**src/avm_pkg.sv**
```systemverilog
`default_nettype none

package avm_pkg;

    // word-aligned byte offsets on the 5-bit Avalon address
    parameter int avm_addr_w = 5;

    parameter logic [avm_addr_w-1:0] rx_base     = 5'd0;  // receive data, pops on read
    parameter logic [avm_addr_w-1:0] tx_base     = 5'd4;  // transmit data, pushes on write
    parameter logic [avm_addr_w-1:0] status_base = 5'd8;

    // status word bits
    parameter int tx_ok_bit = 6;  // tx fifo has room
    parameter int rx_ok_bit = 7;  // rx fifo holds a byte

endpackage

`default_nettype wire
```
**src/serial_port_regs.sv**
```systemverilog
`timescale 1ns/1ps
`default_nettype none

module serial_port_regs #(
    parameter int fifo_depth = 4
) (
    input  logic                          avm_clk,
    input  logic                          avm_rst,
    input  logic [avm_pkg::avm_addr_w-1:0] avm_address,
    input  logic                          avm_read,
    input  logic                          avm_write,
    input  logic [31:0]                   avm_writedata,
    output logic [31:0]                   avm_readdata,
    output logic                          avm_waitrequest,
    input  logic [7:0]                    rx_data,
    input  logic                          rx_valid,
    output logic                          rx_ready,
    output logic [7:0]                    tx_data,
    output logic                          tx_valid,
    input  logic                          tx_ready
);
    import avm_pkg::*;

    logic        ack_r;     // second cycle of an access
    logic        acc_done;
    logic        rx_pop;
    logic        tx_push;
    logic        rx_full;
    logic        rx_empty;
    logic        tx_full;
    logic        tx_empty;
    logic [7:0]  rx_head;
    logic [31:0] status_word;

    // every access stalls exactly one cycle
    assign avm_waitrequest = (avm_read | avm_write) & ~ack_r;
    assign acc_done        = (avm_read | avm_write) & ack_r;

    always_ff @(posedge avm_clk or posedge avm_rst) begin
        if (avm_rst) begin
            ack_r <= 1'b0;
        end else begin
            ack_r <= (avm_read | avm_write) & ~ack_r;
        end
    end

    assign rx_pop  = acc_done && avm_read && (avm_address == rx_base);
    assign tx_push = acc_done && avm_write && (avm_address == tx_base);

    always_comb begin
        status_word            = '0;
        status_word[tx_ok_bit] = ~tx_full;
        status_word[rx_ok_bit] = ~rx_empty;
        case (avm_address)
            rx_base:     avm_readdata = {24'd0, rx_head};
            status_base: avm_readdata = status_word;
            default:     avm_readdata = '0;  // tx is write only
        endcase
    end

    assign rx_ready = ~rx_full;
    assign tx_valid = ~tx_empty;

    byte_fifo #(.fifo_depth(fifo_depth)) rx_fifo (
        .avm_clk   (avm_clk),
        .avm_rst   (avm_rst),
        .push      (rx_valid & rx_ready),
        .push_data (rx_data),
        .pop       (rx_pop),
        .pop_data  (rx_head),
        .full      (rx_full),
        .empty     (rx_empty)
    );

    byte_fifo #(.fifo_depth(fifo_depth)) tx_fifo (
        .avm_clk   (avm_clk),
        .avm_rst   (avm_rst),
        .push      (tx_push),
        .push_data (avm_writedata[7:0]),  // only the low byte goes out
        .pop       (tx_valid & tx_ready),
        .pop_data  (tx_data),
        .full      (tx_full),
        .empty     (tx_empty)
    );

endmodule

`default_nettype wire

```
**src/byte_fifo.sv**
```systemverilog
`timescale 1ns/1ps
`default_nettype none

module byte_fifo #(
    parameter int fifo_depth = 4
) (
    input  logic       avm_clk,
    input  logic       avm_rst,
    input  logic       push,
    input  logic [7:0] push_data,
    input  logic       pop,
    output logic [7:0] pop_data,
    output logic       full,
    output logic       empty
);

    localparam int idx_w = $clog2(fifo_depth);

    logic [7:0]     mem [fifo_depth];
    logic [idx_w:0] wr_ptr;  // extra msb tells full from empty
    logic [idx_w:0] rd_ptr;
    logic           do_push;
    logic           do_pop;

    assign empty = (wr_ptr == rd_ptr);
    assign full  = (wr_ptr[idx_w] != rd_ptr[idx_w]) &&
                   (wr_ptr[idx_w-1:0] == rd_ptr[idx_w-1:0]);

    // requests against a full or empty buffer are dropped
    assign do_push = push & ~full;
    assign do_pop  = pop & ~empty;

    assign pop_data = mem[rd_ptr[idx_w-1:0]];  // fall-through head

    always_ff @(posedge avm_clk or posedge avm_rst) begin
        if (avm_rst) begin
            wr_ptr <= '0;
            rd_ptr <= '0;
        end else begin
            if (do_push) begin
                wr_ptr <= wr_ptr + 1'b1;
            end
            if (do_pop) begin
                rd_ptr <= rd_ptr + 1'b1;
            end
        end
    end

    always_ff @(posedge avm_clk) begin
        if (do_push) begin
            mem[wr_ptr[idx_w-1:0]] <= push_data;
        end
    end

endmodule

`default_nettype wire

```
**config.mk**
```make
export PLATFORM = sky130hd
export DESIGN_NAME = serial_port_regs
export DESIGN_NICKNAME = d
export VERILOG_FILES = /design/src/avm_pkg.sv /design/src/serial_port_regs.sv /design/src/byte_fifo.sv
export SDC_FILE = /design/constraint.sdc
export NUM_CORES = 1
export LEC_CHECK = 0
export BUFFER_PORTS_ARGS = -buffer_cell sky130_fd_sc_hd__buf_2
export CAP_MARGIN = 0
export CELL_PAD_IN_SITES_DETAIL_PLACEMENT = 1
export CELL_PAD_IN_SITES_GLOBAL_PLACEMENT = 2
export CORE_UTILIZATION = 40
export CTS_CLUSTER_DIAMETER = 30
export DETAILED_ROUTE_END_ITERATION = 6
export HOLD_SLACK_MARGIN = 0.03
export PLACE_DENSITY_LB_ADDON = 0.15
export SLEW_MARGIN = 20
export SYNTH_ARGS = -nofsm -noshare
export SYNTH_HDL_FRONTEND = slang
export SYNTH_HIERARCHICAL = 1
export SYNTH_SLANG_ARGS = --single-unit
export TNS_END_PERCENT = 1
```
**constraint.sdc**
```tcl
create_clock -name avm_clk -period 6.15 [get_ports avm_clk]
set_input_delay 0.3075 -clock avm_clk [delete_from_list [all_inputs] [get_ports avm_clk]]
set_output_delay 0.3075 -clock avm_clk [all_outputs]
set_load 0.1 [all_outputs]
```
### Word-level counts from Yosys, hierarchy flattened

Memories as Yosys holds them, arrays and structs flattened.
Index checks and enable logic that the tools add are counted.

* output and inout bits: 43
* memories: 2
* input bits: 51
* word-level logic and storage cells: 45
* RAM bits: 64
* register bits after elaboration: 13

* bitwise logic cells: 14
* $add $sub $neg: 4
* equality and inequality tests: 8
* reduce and logical (&&, ||, !) cells: 7
* muxes and demuxes: 5

Memory list
* rx_fifo.mem: words 4, width 8, read ports 1, clocked after memory_dff 0, wr ports 1, line byte_fifo.sv:19 `logic [7:0] mem [fifo_depth];`
* tx_fifo.mem: words 4, width 8, read ports 1, clocked after memory_dff 0, wr ports 1, line byte_fifo.sv:19

Operators with widths (number)
* case mux 8 bit (2 select lines): 1
* adder 3 x 1 -> 3 bit (second input constant): 4
* AND 1 bit: 8
* equality test 3 bit: 2
* logical AND 1 bit: 6
* equality test 5 x 3 -> 1 bit (second input constant): 1
* equality test 5 x 4 -> 1 bit (second input constant): 1
* zero test 5 bit: 1
* NOT 1 bit: 5
* equality test 2 bit: 2
* 2-to-1 mux 1 bit: 4
* inequality test 1 bit: 2
* bitwise OR 1 bit: 1

### Logic depth before layout (Yosys ltp)

Gate-level depths: netlist of run 1.

* word-level depth: 7
* mapped depth: 7
* depth with buffers taken out: 7

### By module

The synthesis of run 1 kept the hierarchy.

Modules (own cells, without submodules)
* byte_fifo (tx_fifo): cells an instance 91, area each 1679.1 sq um, times used 1, seq. area each 1111.1 sq um
* byte_fifo (rx_fifo): cells an instance 91, area each 1657.8 sq um, times used 1, seq. area each 1111.1 sq um
* serial_port_regs: cells an instance 52, area each 405.4 sq um, times used 1, seq. area each 25.0 sq um

### Least setup slack after synthesis of run 1

Ideal clock, no wire load.

* path kind: reg-to-output
* from: reg tx_fifo.rd_ptr[0]
* to: out avm_readdata[6]
* data arrival time: 2.451 ns
* slack: 3.392 ns
* path buffers: 1
* stages on the path, launching flop included: 7
* required time: 5.843 ns
* cells stage by stage: dfrtp_1 > buf_6 > xnor2_2 > nand3_2 > inv_1 > nand2b_1 > a21oi_1

* longest elaborated chain between the ends: 4

RTL lines
* start: declaration: line byte_fifo.sv:21 `logic [idx_w:0] rd_ptr;`
* start signal: assignment: line byte_fifo.sv:44 `rd_ptr <= rd_ptr + 1'b1;`
* equality test 2 bit: line byte_fifo.sv:27 `(wr_ptr[idx_w-1:0] == rd_ptr[idx_w-1:0]);`
* logical AND 1 bit: line byte_fifo.sv:26 `assign full = (wr_ptr[idx_w] != rd_ptr[idx_w]) &&`
* net tx_full: line serial_port_regs.sv:30 `logic tx_full;`
* NOT 1 bit: line serial_port_regs.sv:52 `status_word[tx_ok_bit] = ~tx_full;`
* case mux 8 bit (2 select lines): line serial_port_regs.sv:54 `case (avm_address)`
* end: declaration: line serial_port_regs.sv:13 `output logic [31:0] avm_readdata,`

The timed path passes the listed nets, and every way through them passes these cells.

### Worst setup path in the final report of run 1

* from: reg rx_fifo.rd_ptr[0]
* to: mem rx_fifo.mem[3][4] (enable)

* longest elaborated chain between the ends: 7

RTL lines
* start: declaration: line byte_fifo.sv:21
* start signal: assignment: line byte_fifo.sv:44
* equality test 2 bit (*): line byte_fifo.sv:27
* logical AND 1 bit (*): line byte_fifo.sv:26
* net rx_full: line serial_port_regs.sv:28 `logic rx_full;`
* NOT 1 bit (*): line serial_port_regs.sv:61, byte_fifo.sv:30
* AND 1 bit: line serial_port_regs.sv:67 `.push (rx_valid & rx_ready),`
* AND 1 bit (*): line byte_fifo.sv:30 `assign do_push = push & ~full;`
* 2-to-1 mux 1 bit (*): line byte_fifo.sv:50 `if (do_push) begin`
* 2-to-1 mux 1 bit (implied by the code) (*): line byte_fifo.sv:51 `mem[wr_ptr[idx_w-1:0]] <= push_data;`
* end: declaration: line byte_fifo.sv:19

The timed path passes the listed nets; every way through them passes the cells marked *.

==> results of run 1 <==
-- cell type report --
| class | instances | share of cell area (%) |
|---|---|---|
| clock buffers | 10 | 3.04 |
| clock inverters | 6 | 2.23 |
| inverters | 13 | 1.16 |
| multi-input cells | 137 | 31.1 |
| flip-flops and latches | 77 | 53.5 |
| well taps | 108 | 3.22 |
| repair buffers | 47 | 5.78 |
-- path summary, 6_finish.rpt --
kind | start | end | slack [ps] | depth (start not counted)
worst max-delay path | rx_fifo/rd_ptr[0] | rx_fifo/mem[3][4] | 3320 | 6
worst min-delay path | avm_writedata[0] | tx_fifo/mem[3][0] | 170 | 1
worst max register to register | rx_fifo/rd_ptr[0] | rx_fifo/mem[3][4] | 3320 | 6
worst min register to register | ack_r | ack_r | 480 | 1
max in group asynchronous | avm_rst | tx_fifo/rd_ptr[1] | 5480 | 3
min in group asynchronous | avm_rst | ack_r | 360 | 3
-- layer usage --
| layer | track usage, % | vias to the layer above |
|---|---|---|
| met4 | 7.92 | 0 |
| met2 | 26.6 | 42 |
| met5 | 0 | - |
| met1 | 18.6 | 982 |
| met3 | 2.98 | 9 |
| li1 | - | 939 |
-- kinds of logic (layout without fill, tap and decap cells) --
logic type,count (synthesis),count (layout),synth area share (%)
and+or+nand+nor,41,41,7.69
muxes,16,16,10.9
DFF,77,77,60.0
adders and majority gates,10,10,3.34
buffers and inverters,43,76,7.36
other,1,24,0.100
xor gates and xnor gates,18,18,5.22
AOI/OAI and AO/OA,28,28,5.32
-- metrics by stage --
| step | hold WS, ps | cell area (um^2) | setup slack (ps) | power (W) | instances |
|---|---|---|---|---|---|
| after floorplan | 36.2 | 3830 | 3390 | 0.00132 | 257 |
| after global placement | 169 | 3970 | 3280 | 0.00141 | 381 |
| after detailed placement | 169 | 3970 | 3250 | 0.00142 | 381 |
| after CTS | 146 | 4200 | 3220 | 0.00186 | 398 |
| after global routing | 155 | 4200 | 3000 | 0.00193 | 398 |
| final | 171 | 4200 | 3320 | 0.00184 | 398 |
-- flip-flops by register name, indices dropped and copies added (netlist names) --
signal	cells
rx_fifo/rd_ptr	3
ack_r	1
tx_fifo/wr_ptr	3
rx_fifo/wr_ptr	3
rx_fifo/mem	32
tx_fifo/mem	32
tx_fifo/rd_ptr	3
-- cells in the mapped netlist, drive strengths merged --
cell type	number
nor3b	6
o31ai	9
clkbuf	2
nor4	1
and2	1
mux4	16
inv	13
nand3	3
nand2	5
edfxtp	64
a21oi	10
a31oi	3
nor2	3
a21boi	1
a21o	1
buf	28
nand2b	8
and3	6
a211oi	4
dfrtp	13
nor2b	2
xnor2	10
nor3	4
or4	1
nand4b	1
conb	1
xor2	8
ha	10
-- layout by cell type, fill, tap and decap left out, types with 2 or more instances in the layout --
master / n
buf_2: 45
a211oi_1: 3
inv_1: 13
nand2b_1: 8
mux4_1: 13
nor3_1: 3
nor2_1: 3
and3_1: 6
xor2_1: 4
bufinv_16: 2
xnor2_1: 9
a21oi_1: 10
nor2b_1: 2
clkbuf_8: 9
conb_1: 24
inv_6: 3
o31ai_1: 9
nand2_1: 5
dfrtp_1: 13
nor3b_2: 6
mux4_2: 3
nand3_2: 2
a31oi_2: 2
xor2_2: 4
edfxtp_1: 64
ha_1: 10
-- power by group --
group	switching [W]	total [W]	internal (W)
logic	0.000490	0.000689	0.000200
registers	0.0000869	0.000718	0.000631
clock network	0.000195	0.000429	0.000233
total	0.000772	0.00184	0.00106
==> out/results.txt, run 1 <==
Tcrit/Tclk final = 45.9%
DR top layer = met4
post-DR wirelength/cell = 17.0 um
H-tree depth = 3
GPL Wtd Cong = 0.728
outcome = finished, final reports clean
worst skew pair latency = 350 ps
CTS sink count = 77
Synth area leaders = edfxtp_1, mux4_1, dfrtp_1
post-CTS sizing = 0
CP delay by family, top = flip-flops
Max FO, Critical Path = 12
Post-Route WL = 6780 um
drt initial violations = 35
Synth Area per Inst = 16.0 um^2
final hold violations = 0
Synth top area share = 51.4%
Initial Util = 42.1%
min cycle time layout = 2830 ps
cell accounting for the most synthesized area = edfxtp_1
synth warn = 6
met3 wire length = 192 um
GRT Util Overall = 15.5%
antenna violations before repair = 0
register area = 2250 um^2
wl on met1 = 2950 um
count of final max-slew check failures = 0
Critical Path, Cell by Cell = xnor2_1 > nand3_2 > inv_1 > nor2b_1 > nand2_1 > a31oi_2
hold buffers post-CTS = 1
hpwl dp = 4660 um
largest net degree at the start of global routing = 15
root buffer cell = clkbuf_8
Clock Tree Buf Depth = 2
Fill cells = 899
CP Buf/Inv Count = 1
layout cells sized above 1 = 28.3%
max_cap viols = 0
clock transition at the registers of the reported paths = 90 ps
FMAX = 354 MHz
crit end category = flip-flop
Crit-path slowest cell = dfrtp_1
die area = 9750 um^2
Worst path max stage delay = 810 ps
number of synthesized register bits = 77
antenna cells = 0
I/O Buffers = 45
# DRC = 0
Seq/Total Area, Yosys = 60.0%
setup violators final = 0
router iterations before antenna repair = 4
Die Ht = 98.7 um
Critical Path Source Type = flip-flop
Site Rows = 34
Final Skew = 10.1 ps
leakage = 1.63 nW
routed vias/inst = 4.95
PD cells = 437 nW/um^2
routed length on met2 = 3510 um
area occupied by multi-input gates = 1310 um^2
Hold Crit Class = input pin to flip-flop
TritonCTS clock tree = yes
Peak VDD IR = 0.000240 V
gr ovfl total = 0
die width = 98.7 um
total CTS buffers = 9
worst path required time = 6130 ps
TNS Setup = 0 ps
post-synthesis cell type count = 37
core area = 8890 um^2
Synth Instances = 234
Post-DRT Antenna Nets = 0
RSZ-0062 raised after global routing = false
Slew headroom = 50.7%
Synth Cell Area = 3740 um^2
final core occ = 47.3%
total number of vias = 1,972
vias in the first global route = 2,124
Setup Buffers After CTS = 0
Final nets = 346
first-pass GRT wire length = 11,100 um
kind of critical path = flip-flop to flip-flop
worst-margin pin slew = 739 ps
crit path DAT = 2810 ps
Area Overhead vs Synth = 12.3%
IO Pins = 94
No activity file was read; power rests on OpenSTA's default activity.
==> run 2, diff against run 1 <==
--- a/config.mk
+++ b/config.mk
@@ -9,7 +9,7 @@
 export CAP_MARGIN = 0
 export CELL_PAD_IN_SITES_DETAIL_PLACEMENT = 1
 export CELL_PAD_IN_SITES_GLOBAL_PLACEMENT = 2
-export CORE_UTILIZATION = 40
+export CORE_UTILIZATION = 37
 export CTS_CLUSTER_DIAMETER = 30
 export DETAILED_ROUTE_END_ITERATION = 6
 export HOLD_SLACK_MARGIN = 0.03
==> constraint.sdc (replaced) <==
create_clock -name avm_clk -period 2.6 [get_ports avm_clk]
set_input_delay 0.13 -clock avm_clk [delete_from_list [all_inputs] [get_ports avm_clk]]
set_output_delay 0.13 -clock avm_clk [all_outputs]
set_load 0.1 [all_outputs]
==> run 2 against run 1 <==
Final cell count rose by 13%; sequential share of layout area fell by 2.8 points; via count rose by 5.2%.
==> out/results.txt, run 2 (synthesis gave the netlist of run 1 again) <==
Post-Route WL = 6810 um
Critical Path, Cell by Cell = buf_4 > xor2_2 > nor3_1 > nand2b_1 > a21oi_1 > buf_2
area occupied by multi-input gates = 1310 um^2
Fill cells = 1,014
GRT Util Overall = 13.8%
die width = 103 um
Final Skew = 9.42 ps
final hold violations = 0
layout cells sized above 1 = 29.7%
placed insts = 417
post-DR wirelength/cell = 15.1 um
Worst path max stage delay = 450 ps
largest net degree at the start of global routing = 16
most frequent cells in the layout = edfxtp_1, buf_2, conb_1, dlygate4sd3_1
total CTS buffers = 9
max_cap viols = 0
die area = 10,500 um^2
total number of vias = 2,074
# DRC = 0
I/O Buffers = 45
Post-DRT Antenna Nets = 0
IO Pins = 94
worst-margin pin slew = 501 ps
routed vias/inst = 4.61
Max FO, Critical Path = 11
Area Overhead vs Synth = 18.5%
final non-filler cell area = 4430 um^2
leakage = 1.74 nW
core area = 9770 um^2
GR peak layer = met2
Clock Tree Buf Depth = 2
final hold slack = 55.6 ps
count of final max-slew check failures = 0
min cycle time layout = 2200 ps
router iterations before antenna repair = 4
crit path DAT = 2070 ps
H-tree depth = 3
clock transition at the registers of the reported paths = 80 ps
met2 Use GR = 23.2%
TNS Setup = 0 ps
Tcrit/Tclk final = 84.6%
non-filler cells in the finished layout = 450
kind of critical path = flip-flop to primary output
PD cells = 957 nW/um^2
dpl cell area = 4080 um^2
vias in the first global route = 2,087
register area = 2250 um^2
root buffer cell = clkbuf_8
antenna cells = 0
Initial Util = 38.3%
outcome = finished, final reports clean
hpwl dp = 4740 um
Design Power = 0.00424 W
worst skew pair latency = 350 ps
RSZ-0062 raised after global routing = false
worst path required time = 2470 ps
Setup Buffers After CTS = 0
first-pass GRT wire length = 10,400 um
met1 usage = 17.0%
M3 GR Usage = 3.12%
gr ovfl total = 0
crit end category = primary output
Peak VDD IR = 0.000641 V
Die Ht = 103 um
GPL Wtd Cong = 0.709
Slew headroom = 66.4%
setup violators final = 0
TritonCTS clock tree = yes
Hold Crit Class = input pin to flip-flop
antenna violations before repair = 0
CTS sink count = 77
Critical Path Source Type = flip-flop
FMAX = 454 MHz
Site Rows = 36
Crit-path slowest cell = buf_2
drt initial violations = 49
Final nets = 373
commonest non-fill, non-tap cell in the layout = edfxtp_1
==> run 2: changes by cell type in the layout (fill, tap and decap cells not counted) <==
cell           before  now
bufinv_16           2    0
dlygate4sd3_1       1   17
clkinv_2            0    1
inv_6               3    4
clkinv_4            0    1
clkbuf_1            1    0
buf_4               1   12
==> run 2: worst paths after layout <==
check,start,end,slack [ps],cells past startpoint
max,rx_fifo/rd_ptr[0],avm_readdata[7],400,6
min,avm_read,ack_r,60,3
max reg2reg,rx_fifo/wr_ptr[1],rx_fifo/mem[3][2],630,7
min reg2reg,ack_r,ack_r,470,1
max in group asynchronous,avm_rst,rx_fifo/wr_ptr[0],2100,3
min in group asynchronous,avm_rst,ack_r,180,3
==> run 2: through the flow <==
step           worst slack [ps]  utilization, %
2_1_floorplan              19.4               -
3_3_place_gp                619            41.8
3_5_place_dp                621            41.8
4_1_cts                     336            45.4
5_1_grt                     199            45.4
6_report                    400            45.4
==> run 2: timing repair <==
action,in CTS,in global routing
resized for setup,0,0
hold buffers,17,0
hold endpoints to repair,77,0
==> run 2: report_power, final <==
group / total [W] / internal (W) / switching, W / leakage, nW
combinational: 0.00180 / 0.000553 / 0.00124 / 0.900
clock: 0.000827 / 0.000360 / 0.000467 / 0.0910
sequential: 0.00162 / 0.00149 / 0.000125 / 0.749
==> run 2: routing by layer <==
layer | part of all wire (%) | wire length (um)
met2 | 50 | 3400
met4 | 1.7 | 116
met1 | 45 | 3090
met3 | 2.9 | 200
met5 | 0 | 0
==> run 2: final cells by class <==
| type | instances | area share, % |
|---|---|---|
| clock inverter | 7 | 1.27 |
| inverter | 13 | 1.10 |
| multi-input combinational | 137 | 29.5 |
| sequential | 77 | 50.7 |
| timing repair buffer | 74 | 10.9 |
| clock buffer | 9 | 2.79 |
| tap | 133 | 3.75 |
==> run 2: worst max-delay path, delay by kind of cell, from the launching register on <==
kind | cells | cell delay (ps)
compound gates | 1 | 150
xor+xnor | 1 | 270
buf+inv | 2 | 660
flops | 1 | 400
simple gates | 2 | 260
==> run 3, diff against run 2 <==
--- a/config.mk
+++ b/config.mk
@@ -9,7 +9,7 @@
 export CAP_MARGIN = 0
 export CELL_PAD_IN_SITES_DETAIL_PLACEMENT = 1
 export CELL_PAD_IN_SITES_GLOBAL_PLACEMENT = 2
-export CORE_UTILIZATION = 37
+export CORE_UTILIZATION = 33
 export CTS_CLUSTER_DIAMETER = 30
 export DETAILED_ROUTE_END_ITERATION = 6
 export HOLD_SLACK_MARGIN = 0.03
==> constraint.sdc (replaced) <==
create_clock -name avm_clk -period 1.8 [get_ports avm_clk]
set_input_delay 0.09 -clock avm_clk [delete_from_list [all_inputs] [get_ports avm_clk]]
set_output_delay 0.09 -clock avm_clk [all_outputs]
set_load 0.1 [all_outputs]
==> run 3 against run 2 <==
The flow now finishes with violations (setup timing); total power increased by 75%; final cell count is 5.8% higher; utilization grew 0.65 points; clock power is 120% higher; global-route usage fell by 0.30 points; die area is 12% higher; sequential power is 43% higher; non-clock buffer count is 19 higher; via count rose by 3.1%; first-iteration DRC count is 14% higher.
==> out/results.txt, run 3 (synthesis gave the netlist of run 1 again) <==
outcome = finished with violations
failing checks = setup timing
core area = 10,900 um^2
Post-Route WL = 7360 um
crit path DAT = 1770 ps
max_cap viols = 0
placed insts = 441
layout cells sized above 1 = 38.1%
Final nets = 392
RR Startpoint = rx_fifo/rd_ptr[0]
Max FO, Critical Path = 6
Worst R2R End = rx_fifo/mem[3][6]
Site Rows = 38
total number of vias = 2,138
CP delay by family, top = multiplexers
Critical Path, Cell by Cell = buf_6 > mux4_2 > nor3b_4 > buf_12
clock transition at the registers of the reported paths = 60 ps
Hold Crit Class = input pin to flip-flop
reg2reg path depth = 8
Tcrit/Tclk final = 103%
CTS sink count = 77
drt initial violations = 56
Worst path max stage delay = 500 ps
vias in the first global route = 2,313
IO Pins = 94
Die Ht = 108 um
TNS Setup = -327 ps
hpwl dp = 5240 um
hold_sp = avm_read
Area Overhead vs Synth = 34.5%
gr ovfl total = 0
Clock Tree Buf Depth = 2
FMAX = 539 MHz
Final Skew = 8.89 ps
total CTS buffers = 9
final non-filler cell area = 5030 um^2
final hold violations = 0
count of final max-slew check failures = 0
Hold Path Sink = ack_r
setup violators final = 8
Design Power = 0.00744 W
Crit-path slowest cell = mux4_2
Initial Util = 34.2%
final setup margin = -55.6 ps
die width = 108 um
RSZ-0062 raised after global routing = true
root buffer cell = clkbuf_16
I/O Buffers = 45
final hold slack = 45.0 ps
CP Buf/Inv Count = 2
Peak VDD IR = 0.000864 V
worst skew pair latency = 330 ps
# DRC = 0
leakage = 1.98 nW
min cycle time layout = 1860 ps
largest net degree at the start of global routing = 16
TritonCTS clock tree = yes
worst path required time = 1710 ps
GPL Wtd Cong = 0.750
commonest non-fill, non-tap cell in the layout = edfxtp_1
die area = 11,800 um^2
non-filler cells in the finished layout = 476
antenna cells = 0
PD cells = 1480 nW/um^2
dpl cell area = 4320 um^2
most frequent cells in the layout = edfxtp_1, buf_2, conb_1, buf_4, dlygate4sd3_1
Critical Path Source Type = flip-flop
H-tree depth = 3
first-pass GRT wire length = 11,700 um
GRT Util Overall = 13.5%
antenna violations before repair = 0
routed vias/inst = 4.49
router iterations before antenna repair = 4
kind of critical path = flip-flop to primary output
post-DR wirelength/cell = 15.5 um
hold path cells = 3
Post-DRT Antenna Nets = 0
Reg2Reg Setup Slack = 40 ps
crit end category = primary output
==> run 3: changes by cell type in the layout (fill, tap and decap cells not counted), moves of 9 or more <==
cell,previous run,this run
buf_12,0,12
buf_2,45,27
buf_4,12,24
buf_6,0,12
clkbuf_16,0,9
clkbuf_8,9,0
==> run 3: per-stage QoR <==
stage          utilization (%)  setup WS (ps)
6_report                  46.0          -55.6
5_1_grt                   46.0           -108
4_1_cts                   45.4          -74.4
3_5_place_dp              39.5           13.3
3_3_place_gp              39.5           22.3
2_1_floorplan                -           -361
==> run 3: repair_timing <==
action,CTS,global route
pin swaps,1,3
endpoints found under the hold margin,77,0
gates resized for setup,51,13
hold buffers,17,0
setup endpoints to repair,22,28
gates cloned,0,0
setup buffers,2,0
==> run 3: power breakdown <==
| group | internal, W | switching (W) |
|---|---|---|
| logic | 0.00132 | 0.00200 |
| clock network | 0.00109 | 0.000728 |
| registers | 0.00217 | 0.000140 |
==> run 3: layer usage <==
metal,GRT usage (%),up-vias,part of all wire [%]
li1,-,1027,-
met4,4.34,0,0.87
met5,0,-,0
met1,16.3,1059,44
met3,2.65,6,2.8
met2,24.2,46,52
==> run 3: how the worst max path moves through the flow <==
stage	start	to	slack (ps)	depth (start not counted)
6_report	rx_fifo/rd_ptr[0]	avm_readdata[4]	-60	4
5_1_grt	rx_fifo/rd_ptr[0]	avm_readdata[7]	-110	5
4_1_cts	rx_fifo/rd_ptr[0]	avm_readdata[7]	-70	5
3_5_place_dp	rx_fifo/rd_ptr[2]	rx_fifo/mem[3][1]	10	7
3_3_place_gp	rx_fifo/rd_ptr[2]	rx_fifo/mem[3][1]	20	7
2_1_floorplan	rx_fifo/rd_ptr[0]	avm_readdata[2]	-360	3
==> run 3: tightest hold or removal path, cell delays in order <==
cell and delay (ps):
buf_2 90, nor2_1 40, nor2_1 100
==> run 3: final cells by class <==
cell class / count / area [um^2]
fillers: 1098 / 5900
flip-flops and latches: 77 / 2250
multi-input cells: 137 / 1380
repair buffers: 93 / 876
clock buffers: 9 / 225
well taps: 140 / 175
clock inverters: 7 / 78.8
inverters: 13 / 48.8
